===== config.mk =====
export PLATFORM = sky130hd
export DESIGN_NAME = rv_decode_top
export DESIGN_NICKNAME = d
export VERILOG_FILES = /design/src/common/decode_pkg.sv /design/src/ctrl_decode/ctrl_decode.sv /design/src/source/id_ex_stage.sv /design/src/source/imm_gen.sv /design/src/source/rv_decode_top.sv
export VERILOG_INCLUDE_DIRS = /design/src /design/src/common
export SDC_FILE = /design/constraint.sdc
export NUM_CORES = 1
export LEC_CHECK = 0
export ABC_AREA = 1
export BUFFER_PORTS_ARGS = -buffer_cell sky130_fd_sc_hd__buf_2
export CAP_MARGIN = 20
export CORE_MARGIN = 10
export CORE_UTILIZATION = 30
export DETAILED_ROUTE_END_ITERATION = 10
export HOLD_SLACK_MARGIN = 0.1
export PLACE_DENSITY_LB_ADDON = 0.2
export SYNTH_ARGS = -nofsm -noshare
export SYNTH_HDL_FRONTEND = slang
export SYNTH_SLANG_ARGS = --single-unit
export TNS_END_PERCENT = 20

===== constraint.sdc =====
create_clock -name clk_i -period 7.1 [get_ports clk_i]
set_input_delay 0 -clock clk_i [delete_from_list [all_inputs] [get_ports clk_i]]
set_output_delay 0 -clock clk_i [all_outputs]
set_load 0.01 [all_outputs]

===== src/common/decode_params.svh =====
`ifndef DECODE_PARAMS_SVH
`define DECODE_PARAMS_SVH

// Datapath and field widths
`define XLEN        32
`define REG_ADDR_W  5
`define CSR_ADDR_W  12

// Trap cause CSR written on ECALL
`define CSR_ECALL_ADDR 12'h342

// RV32I major opcodes
`define OPC_LOAD    7'b0000011
`define OPC_STORE   7'b0100011
`define OPC_OP_IMM  7'b0010011
`define OPC_OP      7'b0110011
`define OPC_BRANCH  7'b1100011
`define OPC_JAL     7'b1101111
`define OPC_JALR    7'b1100111
`define OPC_LUI     7'b0110111
`define OPC_AUIPC   7'b0010111
`define OPC_SYSTEM  7'b1110011

// funct7 variants
`define F7_BASE     7'b0000000
`define F7_ALT      7'b0100000  // SUB and SRA/SRAI

`endif


===== src/common/decode_pkg.sv =====
`include "decode_params.svh"

package decode_pkg;

  // ALU operation or branch comparison for the execute stage
  typedef enum logic [4:0] {
    ALU_X     = 5'd0,
    ALU_ADD   = 5'd1,
    ALU_SUB   = 5'd2,
    ALU_AND   = 5'd3,
    ALU_OR    = 5'd4,
    ALU_XOR   = 5'd5,
    ALU_SLL   = 5'd6,
    ALU_SRL   = 5'd7,
    ALU_SRA   = 5'd8,
    ALU_SLT   = 5'd9,
    ALU_SLTU  = 5'd10,
    BR_BEQ    = 5'd11,
    BR_BNE    = 5'd12,
    BR_BLT    = 5'd13,
    BR_BGE    = 5'd14,
    BR_BLTU   = 5'd15,
    BR_BGEU   = 5'd16,
    ALU_JAL   = 5'd17,
    ALU_JALR  = 5'd18,
    ALU_COPY1 = 5'd19   // Pass op1 through for CSR ops
  } exe_fun_e;

  typedef enum logic [1:0] {
    OP1_RS1 = 2'd0,
    OP1_PC  = 2'd1,
    OP1_X   = 2'd2,  // Zero
    OP1_IMZ = 2'd3
  } op1_sel_e;

  typedef enum logic [2:0] {
    OP2_X   = 3'd0,  // Zero
    OP2_RS2 = 3'd1,
    OP2_IMI = 3'd2,
    OP2_IMS = 3'd3,
    OP2_IMJ = 3'd4,
    OP2_IMU = 3'd5
  } op2_sel_e;

  typedef enum logic [2:0] {
    WB_X   = 3'd0,
    WB_ALU = 3'd1,
    WB_MEM = 3'd2,
    WB_PC  = 3'd3,   // Link address
    WB_CSR = 3'd4
  } wb_sel_e;

  typedef enum logic [2:0] {
    CSR_X = 3'd0,
    CSR_W = 3'd1,
    CSR_S = 3'd2,
    CSR_C = 3'd3,
    CSR_E = 3'd4     // Environment call
  } csr_cmd_e;

  // All immediate formats, already extended to XLEN
  typedef struct packed {
    logic [`XLEN-1:0] imm_i;
    logic [`XLEN-1:0] imm_s;
    logic [`XLEN-1:0] imm_b;
    logic [`XLEN-1:0] imm_u;
    logic [`XLEN-1:0] imm_j;
    logic [`XLEN-1:0] imm_z;
  } imm_set_t;

  typedef struct packed {
    exe_fun_e               exe_fun;
    op1_sel_e               op1_sel;
    op2_sel_e               op2_sel;
    logic                   mem_wen;
    logic                   rf_wen;
    wb_sel_e                wb_sel;
    csr_cmd_e               csr_cmd;
    logic [`REG_ADDR_W-1:0] wb_addr;
  } ctrl_t;

  // ID/EX pipeline register contents
  typedef struct packed {
    logic [`XLEN-1:0]       pc;
    logic [`XLEN-1:0]       op1;
    logic [`XLEN-1:0]       op2;
    logic [`XLEN-1:0]       br_offset;
    logic [`REG_ADDR_W-1:0] wb_addr;
    logic [`CSR_ADDR_W-1:0] csr_addr;
    exe_fun_e               exe_fun;
    logic                   mem_wen;
    logic                   rf_wen;
    wb_sel_e                wb_sel;
    csr_cmd_e               csr_cmd;
  } dec_out_t;

endpackage


===== src/ctrl_decode/ctrl_decode.sv =====
`include "decode_params.svh"

module ctrl_decode import decode_pkg::*; (
  input  logic [`XLEN-1:0] inst_i,
  output ctrl_t            ctrl_o
);

  logic [6:0]             opcode;
  logic [2:0]             funct3;
  logic [6:0]             funct7;
  logic [`REG_ADDR_W-1:0] rd;

  assign opcode = inst_i[6:0];
  assign funct3 = inst_i[14:12];
  assign funct7 = inst_i[31:25];
  assign rd     = inst_i[11:7];

  // One row of the decode table
  function automatic ctrl_t ctrl_word(exe_fun_e fun, op1_sel_e s1, op2_sel_e s2,
                                      logic mw, logic rw, wb_sel_e wb, csr_cmd_e cmd);
    ctrl_t c;
    c.exe_fun = fun;
    c.op1_sel = s1;
    c.op2_sel = s2;
    c.mem_wen = mw;
    c.rf_wen  = rw;
    c.wb_sel  = wb;
    c.csr_cmd = cmd;
    c.wb_addr = '0;
    return c;
  endfunction

  always_comb begin
    // Unsupported encodings fall through with this word
    ctrl_o = ctrl_word(ALU_X, OP1_RS1, OP2_RS2, 1'b0, 1'b0, WB_X, CSR_X);

    case (opcode)
      `OPC_LOAD: begin
        if (funct3 == 3'b010) begin  // LW only
          ctrl_o = ctrl_word(ALU_ADD, OP1_RS1, OP2_IMI, 1'b0, 1'b1, WB_MEM, CSR_X);
        end
      end
      `OPC_STORE: begin
        if (funct3 inside {3'b000, 3'b001, 3'b010}) begin  // SB SH SW
          ctrl_o = ctrl_word(ALU_ADD, OP1_RS1, OP2_IMS, 1'b1, 1'b0, WB_X, CSR_X);
        end
      end
      `OPC_OP_IMM: begin
        case (funct3)
          3'b000: ctrl_o = ctrl_word(ALU_ADD, OP1_RS1, OP2_IMI, 1'b0, 1'b1, WB_ALU, CSR_X);
          3'b010: ctrl_o = ctrl_word(ALU_SLT, OP1_RS1, OP2_IMI, 1'b0, 1'b1, WB_ALU, CSR_X);
          3'b011: ctrl_o = ctrl_word(ALU_SLTU, OP1_RS1, OP2_IMI, 1'b0, 1'b1, WB_ALU, CSR_X);
          3'b100: ctrl_o = ctrl_word(ALU_XOR, OP1_RS1, OP2_IMI, 1'b0, 1'b1, WB_ALU, CSR_X);
          3'b110: ctrl_o = ctrl_word(ALU_OR, OP1_RS1, OP2_IMI, 1'b0, 1'b1, WB_ALU, CSR_X);
          3'b111: ctrl_o = ctrl_word(ALU_AND, OP1_RS1, OP2_IMI, 1'b0, 1'b1, WB_ALU, CSR_X);
          3'b001: begin
            if (funct7 == `F7_BASE) begin  // SLLI
              ctrl_o = ctrl_word(ALU_SLL, OP1_RS1, OP2_IMI, 1'b0, 1'b1, WB_ALU, CSR_X);
            end
          end
          3'b101: begin
            if (funct7 == `F7_BASE) begin
              ctrl_o = ctrl_word(ALU_SRL, OP1_RS1, OP2_IMI, 1'b0, 1'b1, WB_ALU, CSR_X);
            end else if (funct7 == `F7_ALT) begin
              ctrl_o = ctrl_word(ALU_SRA, OP1_RS1, OP2_IMI, 1'b0, 1'b1, WB_ALU, CSR_X);
            end
          end
          default: ;
        endcase
      end
      `OPC_OP: begin
        if (funct7 == `F7_BASE) begin
          case (funct3)
            3'b000: ctrl_o = ctrl_word(ALU_ADD, OP1_RS1, OP2_RS2, 1'b0, 1'b1, WB_ALU, CSR_X);
            3'b001: ctrl_o = ctrl_word(ALU_SLL, OP1_RS1, OP2_RS2, 1'b0, 1'b1, WB_ALU, CSR_X);
            3'b010: ctrl_o = ctrl_word(ALU_SLT, OP1_RS1, OP2_RS2, 1'b0, 1'b1, WB_ALU, CSR_X);
            3'b011: ctrl_o = ctrl_word(ALU_SLTU, OP1_RS1, OP2_RS2, 1'b0, 1'b1, WB_ALU, CSR_X);
            3'b100: ctrl_o = ctrl_word(ALU_XOR, OP1_RS1, OP2_RS2, 1'b0, 1'b1, WB_ALU, CSR_X);
            3'b101: ctrl_o = ctrl_word(ALU_SRL, OP1_RS1, OP2_RS2, 1'b0, 1'b1, WB_ALU, CSR_X);
            3'b110: ctrl_o = ctrl_word(ALU_OR, OP1_RS1, OP2_RS2, 1'b0, 1'b1, WB_ALU, CSR_X);
            default: ctrl_o = ctrl_word(ALU_AND, OP1_RS1, OP2_RS2, 1'b0, 1'b1, WB_ALU, CSR_X);
          endcase
        end else if (funct7 == `F7_ALT) begin
          case (funct3)
            3'b000: ctrl_o = ctrl_word(ALU_SUB, OP1_RS1, OP2_RS2, 1'b0, 1'b1, WB_ALU, CSR_X);
            3'b101: ctrl_o = ctrl_word(ALU_SRA, OP1_RS1, OP2_RS2, 1'b0, 1'b1, WB_ALU, CSR_X);
            default: ;
          endcase
        end
      end
      `OPC_BRANCH: begin
        case (funct3)
          3'b000: ctrl_o = ctrl_word(BR_BEQ, OP1_RS1, OP2_RS2, 1'b0, 1'b0, WB_X, CSR_X);
          3'b001: ctrl_o = ctrl_word(BR_BNE, OP1_RS1, OP2_RS2, 1'b0, 1'b0, WB_X, CSR_X);
          3'b100: ctrl_o = ctrl_word(BR_BLT, OP1_RS1, OP2_RS2, 1'b0, 1'b0, WB_X, CSR_X);
          3'b101: ctrl_o = ctrl_word(BR_BGE, OP1_RS1, OP2_RS2, 1'b0, 1'b0, WB_X, CSR_X);
          3'b110: ctrl_o = ctrl_word(BR_BLTU, OP1_RS1, OP2_RS2, 1'b0, 1'b0, WB_X, CSR_X);
          3'b111: ctrl_o = ctrl_word(BR_BGEU, OP1_RS1, OP2_RS2, 1'b0, 1'b0, WB_X, CSR_X);
          default: ;
        endcase
      end
      `OPC_JAL: ctrl_o = ctrl_word(ALU_JAL, OP1_PC, OP2_IMJ, 1'b0, 1'b1, WB_PC, CSR_X);
      `OPC_JALR: begin
        if (funct3 == 3'b000) begin
          ctrl_o = ctrl_word(ALU_JALR, OP1_RS1, OP2_IMI, 1'b0, 1'b1, WB_PC, CSR_X);
        end
      end
      `OPC_LUI: ctrl_o = ctrl_word(ALU_ADD, OP1_X, OP2_IMU, 1'b0, 1'b1, WB_ALU, CSR_X);
      `OPC_AUIPC: ctrl_o = ctrl_word(ALU_ADD, OP1_PC, OP2_IMU, 1'b0, 1'b1, WB_ALU, CSR_X);
      `OPC_SYSTEM: begin
        case (funct3)
          3'b001: ctrl_o = ctrl_word(ALU_COPY1, OP1_RS1, OP2_X, 1'b0, 1'b1, WB_CSR, CSR_W);
          3'b010: ctrl_o = ctrl_word(ALU_COPY1, OP1_RS1, OP2_X, 1'b0, 1'b1, WB_CSR, CSR_S);
          3'b011: ctrl_o = ctrl_word(ALU_COPY1, OP1_RS1, OP2_X, 1'b0, 1'b1, WB_CSR, CSR_C);
          3'b101: ctrl_o = ctrl_word(ALU_COPY1, OP1_IMZ, OP2_X, 1'b0, 1'b1, WB_CSR, CSR_W);
          3'b110: ctrl_o = ctrl_word(ALU_COPY1, OP1_IMZ, OP2_X, 1'b0, 1'b1, WB_CSR, CSR_S);
          3'b111: ctrl_o = ctrl_word(ALU_COPY1, OP1_IMZ, OP2_X, 1'b0, 1'b1, WB_CSR, CSR_C);
          default: begin
            // ECALL is the only all-zero upper encoding
            if (inst_i[31:8] == 24'h0) begin
              ctrl_o = ctrl_word(ALU_X, OP1_X, OP2_X, 1'b0, 1'b0, WB_X, CSR_E);
            end
          end
        endcase
      end
      default: ;
    endcase

    ctrl_o.wb_addr = rd;
  end

  // No table row both stores and writes back
  a_no_dual_write: assert final (!(ctrl_o.mem_wen && ctrl_o.rf_wen))
    else $error("ctrl_decode: mem_wen and rf_wen both set for %h", inst_i);

endmodule


===== src/source/id_ex_stage.sv =====
`include "decode_params.svh"

module id_ex_stage import decode_pkg::*; (
  input  logic             clk_i,
  input  logic             rst_n_i,
  input  logic             valid_i,
  input  logic [`XLEN-1:0] pc_i,
  input  logic [`XLEN-1:0] rs1_data_i,
  input  logic [`XLEN-1:0] rs2_data_i,
  input  ctrl_t            ctrl_i,
  input  imm_set_t         imm_i,
  output logic             dec_valid_o,
  output dec_out_t         dec_o
);

  logic [`XLEN-1:0] op1;
  logic [`XLEN-1:0] op2;
  dec_out_t         dec_d;

  always_comb begin
    case (ctrl_i.op1_sel)
      OP1_RS1: op1 = rs1_data_i;
      OP1_PC:  op1 = pc_i;
      OP1_IMZ: op1 = imm_i.imm_z;
      default: op1 = '0;
    endcase
  end

  always_comb begin
    case (ctrl_i.op2_sel)
      OP2_RS2: op2 = rs2_data_i;
      OP2_IMI: op2 = imm_i.imm_i;
      OP2_IMS: op2 = imm_i.imm_s;
      OP2_IMJ: op2 = imm_i.imm_j;
      OP2_IMU: op2 = imm_i.imm_u;
      default: op2 = '0;
    endcase
  end

  always_comb begin
    dec_d.pc        = pc_i;
    dec_d.op1       = op1;
    dec_d.op2       = op2;
    dec_d.br_offset = imm_i.imm_b;
    dec_d.wb_addr   = ctrl_i.wb_addr;
    dec_d.csr_addr  = (ctrl_i.csr_cmd == CSR_E) ? `CSR_ECALL_ADDR
                                                : imm_i.imm_i[`CSR_ADDR_W-1:0];
    dec_d.exe_fun   = ctrl_i.exe_fun;
    dec_d.mem_wen   = ctrl_i.mem_wen;
    dec_d.rf_wen    = ctrl_i.rf_wen;
    dec_d.wb_sel    = ctrl_i.wb_sel;
    dec_d.csr_cmd   = ctrl_i.csr_cmd;
  end

  always_ff @(posedge clk_i) begin
    if (!rst_n_i) begin
      dec_valid_o   <= 1'b0;
      dec_o.rf_wen  <= 1'b0;
      dec_o.mem_wen <= 1'b0;
      dec_o.exe_fun <= ALU_X;
      dec_o.wb_sel  <= WB_X;
      dec_o.csr_cmd <= CSR_X;
    end else begin
      dec_valid_o <= valid_i;
      if (valid_i) dec_o <= dec_d;  // Hold between strobes
    end
  end

  a_rf_wen_has_src: assert property (@(posedge clk_i) disable iff (!rst_n_i)
    dec_o.rf_wen |-> dec_o.wb_sel != WB_X);

endmodule


===== src/source/imm_gen.sv =====
`include "decode_params.svh"

module imm_gen import decode_pkg::*; (
  input  logic [`XLEN-1:0] inst_i,
  output imm_set_t         imm_o
);

  logic        sign;
  logic [11:0] raw_i;
  logic [11:0] raw_s;
  logic [12:0] raw_b;
  logic [19:0] raw_u;
  logic [20:0] raw_j;
  logic [4:0]  raw_z;

  assign sign  = inst_i[31];
  assign raw_i = inst_i[31:20];
  assign raw_s = {inst_i[31:25], inst_i[11:7]};
  assign raw_b = {inst_i[31], inst_i[7], inst_i[30:25], inst_i[11:8], 1'b0};
  assign raw_u = inst_i[31:12];
  assign raw_j = {inst_i[31], inst_i[19:12], inst_i[20], inst_i[30:21], 1'b0};
  assign raw_z = inst_i[19:15];  // rs1 field as uimm

  always_comb begin
    imm_o.imm_i = {{(`XLEN-12){sign}}, raw_i};
    imm_o.imm_s = {{(`XLEN-12){sign}}, raw_s};
    imm_o.imm_b = {{(`XLEN-13){sign}}, raw_b};
    imm_o.imm_u = {raw_u, {(`XLEN-20){1'b0}}};
    imm_o.imm_j = {{(`XLEN-21){sign}}, raw_j};
    imm_o.imm_z = {{(`XLEN-5){1'b0}}, raw_z};  // Zero extended
  end

endmodule


===== src/source/rv_decode_top.sv =====
`include "decode_params.svh"

module rv_decode_top import decode_pkg::*; (
  input  logic             clk_i,
  input  logic             rst_n_i,
  input  logic             inst_valid_i,
  input  logic [`XLEN-1:0] inst_i,
  input  logic [`XLEN-1:0] pc_i,
  input  logic [`XLEN-1:0] rs1_data_i,
  input  logic [`XLEN-1:0] rs2_data_i,
  output logic             dec_valid_o,
  output dec_out_t         dec_o
);

  imm_set_t imm;
  ctrl_t    ctrl;

  imm_gen i_imm_gen (
    .inst_i (inst_i),
    .imm_o  (imm)
  );

  // Control table lookup
  ctrl_decode i_ctrl_decode (
    .inst_i (inst_i),
    .ctrl_o (ctrl)
  );

  id_ex_stage i_id_ex_stage (
    .clk_i       (clk_i),
    .rst_n_i     (rst_n_i),
    .valid_i     (inst_valid_i),
    .pc_i        (pc_i),
    .rs1_data_i  (rs1_data_i),
    .rs2_data_i  (rs2_data_i),
    .ctrl_i      (ctrl),
    .imm_i       (imm),
    .dec_valid_o (dec_valid_o),
    .dec_o       (dec_o)
  );

endmodule


==> impl_results.md <==
- Post-CTS Setup Inserts: 0
- Largest net degree at the start of global routing: 69
- Synth Net Count: 752
- Max clock buf depth: 2
- Top-count cell post-synth: nand2_1
- Setup TNS: 0 ps
- Worst r2r dst: i_id_ex_stage.dec_o[7]$_SDFFE_PN0P_
- Setup CP Type: in -> reg
- Storage cell area: 3880 um2
- DR pass1 iterations: 5
- Met3 GRT Util: 0.0426
- Fin. Hold Viols: 0
- FF+latch count, synth: 134
- Post-place setup slack: 4900 ps
- Critical path's slowest cell: dlygate4sd3_1
- Clock Latency Late Sink: 410 ps
- Final Routed Wirelength: 23500 um
- RSZ-0062 raised after global routing: no
- Layout area overhead: 54.7%
- Setup ws final: 4410 ps
- Netlist Area Pre-Place: 6310 um2
- Iteration-0 DRC Markers: 480
- Global Route met1 Usage: 0.185
- Post-synth EDFFs: 120
- Final setup viols: 0
- Pleak: 4.39 nW
- Min Clock Period, post-route: 2690 ps
- Clock transition at the registers of the reported paths: 60 ps
- Most common cell on crit path: nand2_1
- # resized after CTS: 0
- Req. time, crit path: 7270 ps
- Fillers: 1920
- Netlist cell types: 33
- Yosys top cell by area: edfxtp_1
- Warnings, synthesis: 0
- Fin nets: 1139
- Vias after detailed routing: 5972
- Cell Rows: 52
- GR Util met2: 0.296
- Num CTS Buffers: 17
- CP Max Fanout: 33
- HPWL after DPL: 17000 um
- PortBufs: 288
- Critical path arrival: 2860 ps
- RePlAce Congestion: 0.853
- Min-delay src: inst_i[5]
- Power Dens Cells: 224 nW/um2
- Clock Tree Root: clkbuf_16
- First-pass GRT wire length: 35100 um
- Worst Hold Class: in -> reg
- CTS tree: yes
- FF-to-FF Start: i_id_ex_stage.dec_o[7]$_SDFFE_PN0P_
- Die Wd: 165 um
- Wirelength per Cell: 18.2 um
- Most used DFF post-synth: edfxtp_1
- CP peak stage delay: 590 ps
- Hold Path Cell Cnt: 7
- Fin crit share: 0.379
- Starting density of the core: 0.309
- Sink Count: 134
- Initial antenna violation count: 0
- Fmax: 0.371 GHz
- Share of post-route cells with drive strength above 1: 0.352
- Vias in the first global route: 6246
- Normalized max-slew margin: 0.420
- Via/cell ratio: 4.62
- Actual slew at the worst max-slew pin: 871 ps
- Slew Limit Fails: 0
- Flop2flop setup slack: 5410 ps
- Final ANT Viol Nets: 0
- Multi-input gate area: 1870 um2
- Worst Reg-to-Reg Cells: 4
- Register area share after synthesis: 0.616
- Crit-path cells: dlygate4sd3_1 > buf_2 > inv_2 > nand2_1 > nor2_1 > nand2_1 > nand2_1 > inv_1 > nand3_4 > inv_2 > nand3_1 > nand3_1 > dlygate4sd3_1
- Tot GR Track Use: 0.166
- Status: finished, final reports clean
- Synth area leaders: edfxtp_1 57%, nand2_1 9.7%, nand3_1 6.8%, dfxtp_1 4.4%, nand4_1 3.5%
- IO Pins: 290
- DIE HEIGHT: 165 um
- DP Area: 7720 um2
- Core area: 20400 um2
- Post-synthesis async set-or-reset flop share: 0
- CP Capture Type: flop
- Most Used Layer, Global Route: met2
- Avg Inst Size Synth: 10.2 um2
- Commonest cells post-synth: 163 x nand2_1, 120 x edfxtp_1, 86 x nand3_1
- DR DRC count: 0
- Setup Skew: 0 ps
- Hold path endpoint: i_id_ex_stage.dec_o[1]$_SDFFE_PN0P_
- MaxCap Viol Count: 0
- Final instance area: 9760 um2
- Synth Instances: 621
- Overflow after GRT: 0
- Critical path launch point type: primary input
- Die Footprint: 27200 um2
- VDD IR max: 0.159 mV
- H-Tree Depth: 4
- Synth top area share: 0.571
flip-flops by register name (all words and copies together) (netlist names):
register and flops:
i_id_ex_stage.dec_valid_o 1, i_id_ex_stage.dec_o 133
metal layers:
layer / routed length, um / part of all wire / vias up
li1: - / - / 2896
met1: 8760 / 0.37 / 2805
met2: 12300 / 0.53 / 241
met3: 1800 / 0.077 / 30
met4: 576 / 0.025 / 0
met5: 0 / 0 / -
worst max-delay path: cells and delay by family:
kind                   cells  cell delay, ps
AND/OR/NAND/NOR            7            1100
buffers and inverters      6            1750
final cells by class:
class | count | area share
Sequential cell | 134 | 0.398
Clock inverter | 15 | 0.0218
Clock buffer | 17 | 0.0436
Tap cell | 270 | 0.0346
Antenna cell | 1 | 0.000256
Multi-Input combinational cell | 387 | 0.192
Inverter | 41 | 0.0165
Timing Repair Buffer | 427 | 0.293
power by group:
| group | internal (mW) | switching, mW | leakage (nW) |
|---|---|---|---|
| Clock | 0.597 | 0.368 | 0.308 |
| Combinational | 0.136 | 0.153 | 2.85 |
| Sequential | 0.918 | 0.0131 | 1.23 |
metrics by stage:
step / std cells / hold WS, ps / power (mW) / utilization
2_1_floorplan: 621 / 98.9 / 1.07 / -
3_3_place_gp: 1123 / 194 / 1.18 / 0.378
3_5_place_dp: 1123 / 195 / 1.18 / 0.378
4_1_cts: 1289 / 160 / 2.21 / 0.475
5_1_grt: 1291 / 215 / 2.27 / 0.477
6_report: 1292 / 170 / 2.19 / 0.478
logic make-up after synthesis:
kind of cell / Yosys count / synth area share
and+or+nand+nor: 349 / 0.265
other: 1 / 0.000595
buffers and inverters: 100 / 0.0873
DFF: 134 / 0.616
AOI/OAI and AO/OA: 37 / 0.0315
how the worst max path moves through the flow:
| stage | from | end | slack, ps |
|---|---|---|---|
| 2_1_floorplan | rst_n_i | i_id_ex_stage.dec_o[100]$_DFFE_PP_ | 4220 |
| 3_3_place_gp | inst_valid_i | i_id_ex_stage.dec_o[92]$_DFFE_PP_ | 4900 |
| 3_5_place_dp | inst_valid_i | i_id_ex_stage.dec_o[18]$_SDFFCE_PN0P_ | 4900 |
| 4_1_cts | inst_i[3] | i_id_ex_stage.dec_o[96]$_DFFE_PP_ | 4330 |
| 5_1_grt | inst_i[3] | i_id_ex_stage.dec_o[83]$_DFFE_PP_ | 4120 |
| 6_report | inst_i[3] | i_id_ex_stage.dec_o[83]$_DFFE_PP_ | 4410 |
layout by cell type, fill, tap and decap left out, types with 2 or more instances in the layout:
cell	n
inv_1	32
nand4_2	2
inv_6	7
nand2_4	2
nand3_2	2
buf_16	2
nand4_1	35
edfxtp_1	120
clkbuf_16	17
nor2_4	9
dlygate4sd3_1	134
nand2_2	7
nand2_1	163
inv_2	4
clkinv_1	3
nor2_2	3
dfxtp_1	14
o211ai_1	2
nor2_1	37
a21oi_1	16
o21ai_1	4
buf_4	3
nand3_1	86
clkinvlp_4	2
o21ai_0	11
buf_2	288
bufinv_16	4
repair_timing:
| item | in CTS | in global routing |
|---|---|---|
| hold buffers | 134 | 0 |
| setup endpoints to repair | 0 | 0 |
| hold endpoints to repair | 134 | 0 |
Note: power is estimated with default switching activity, not from simulation.
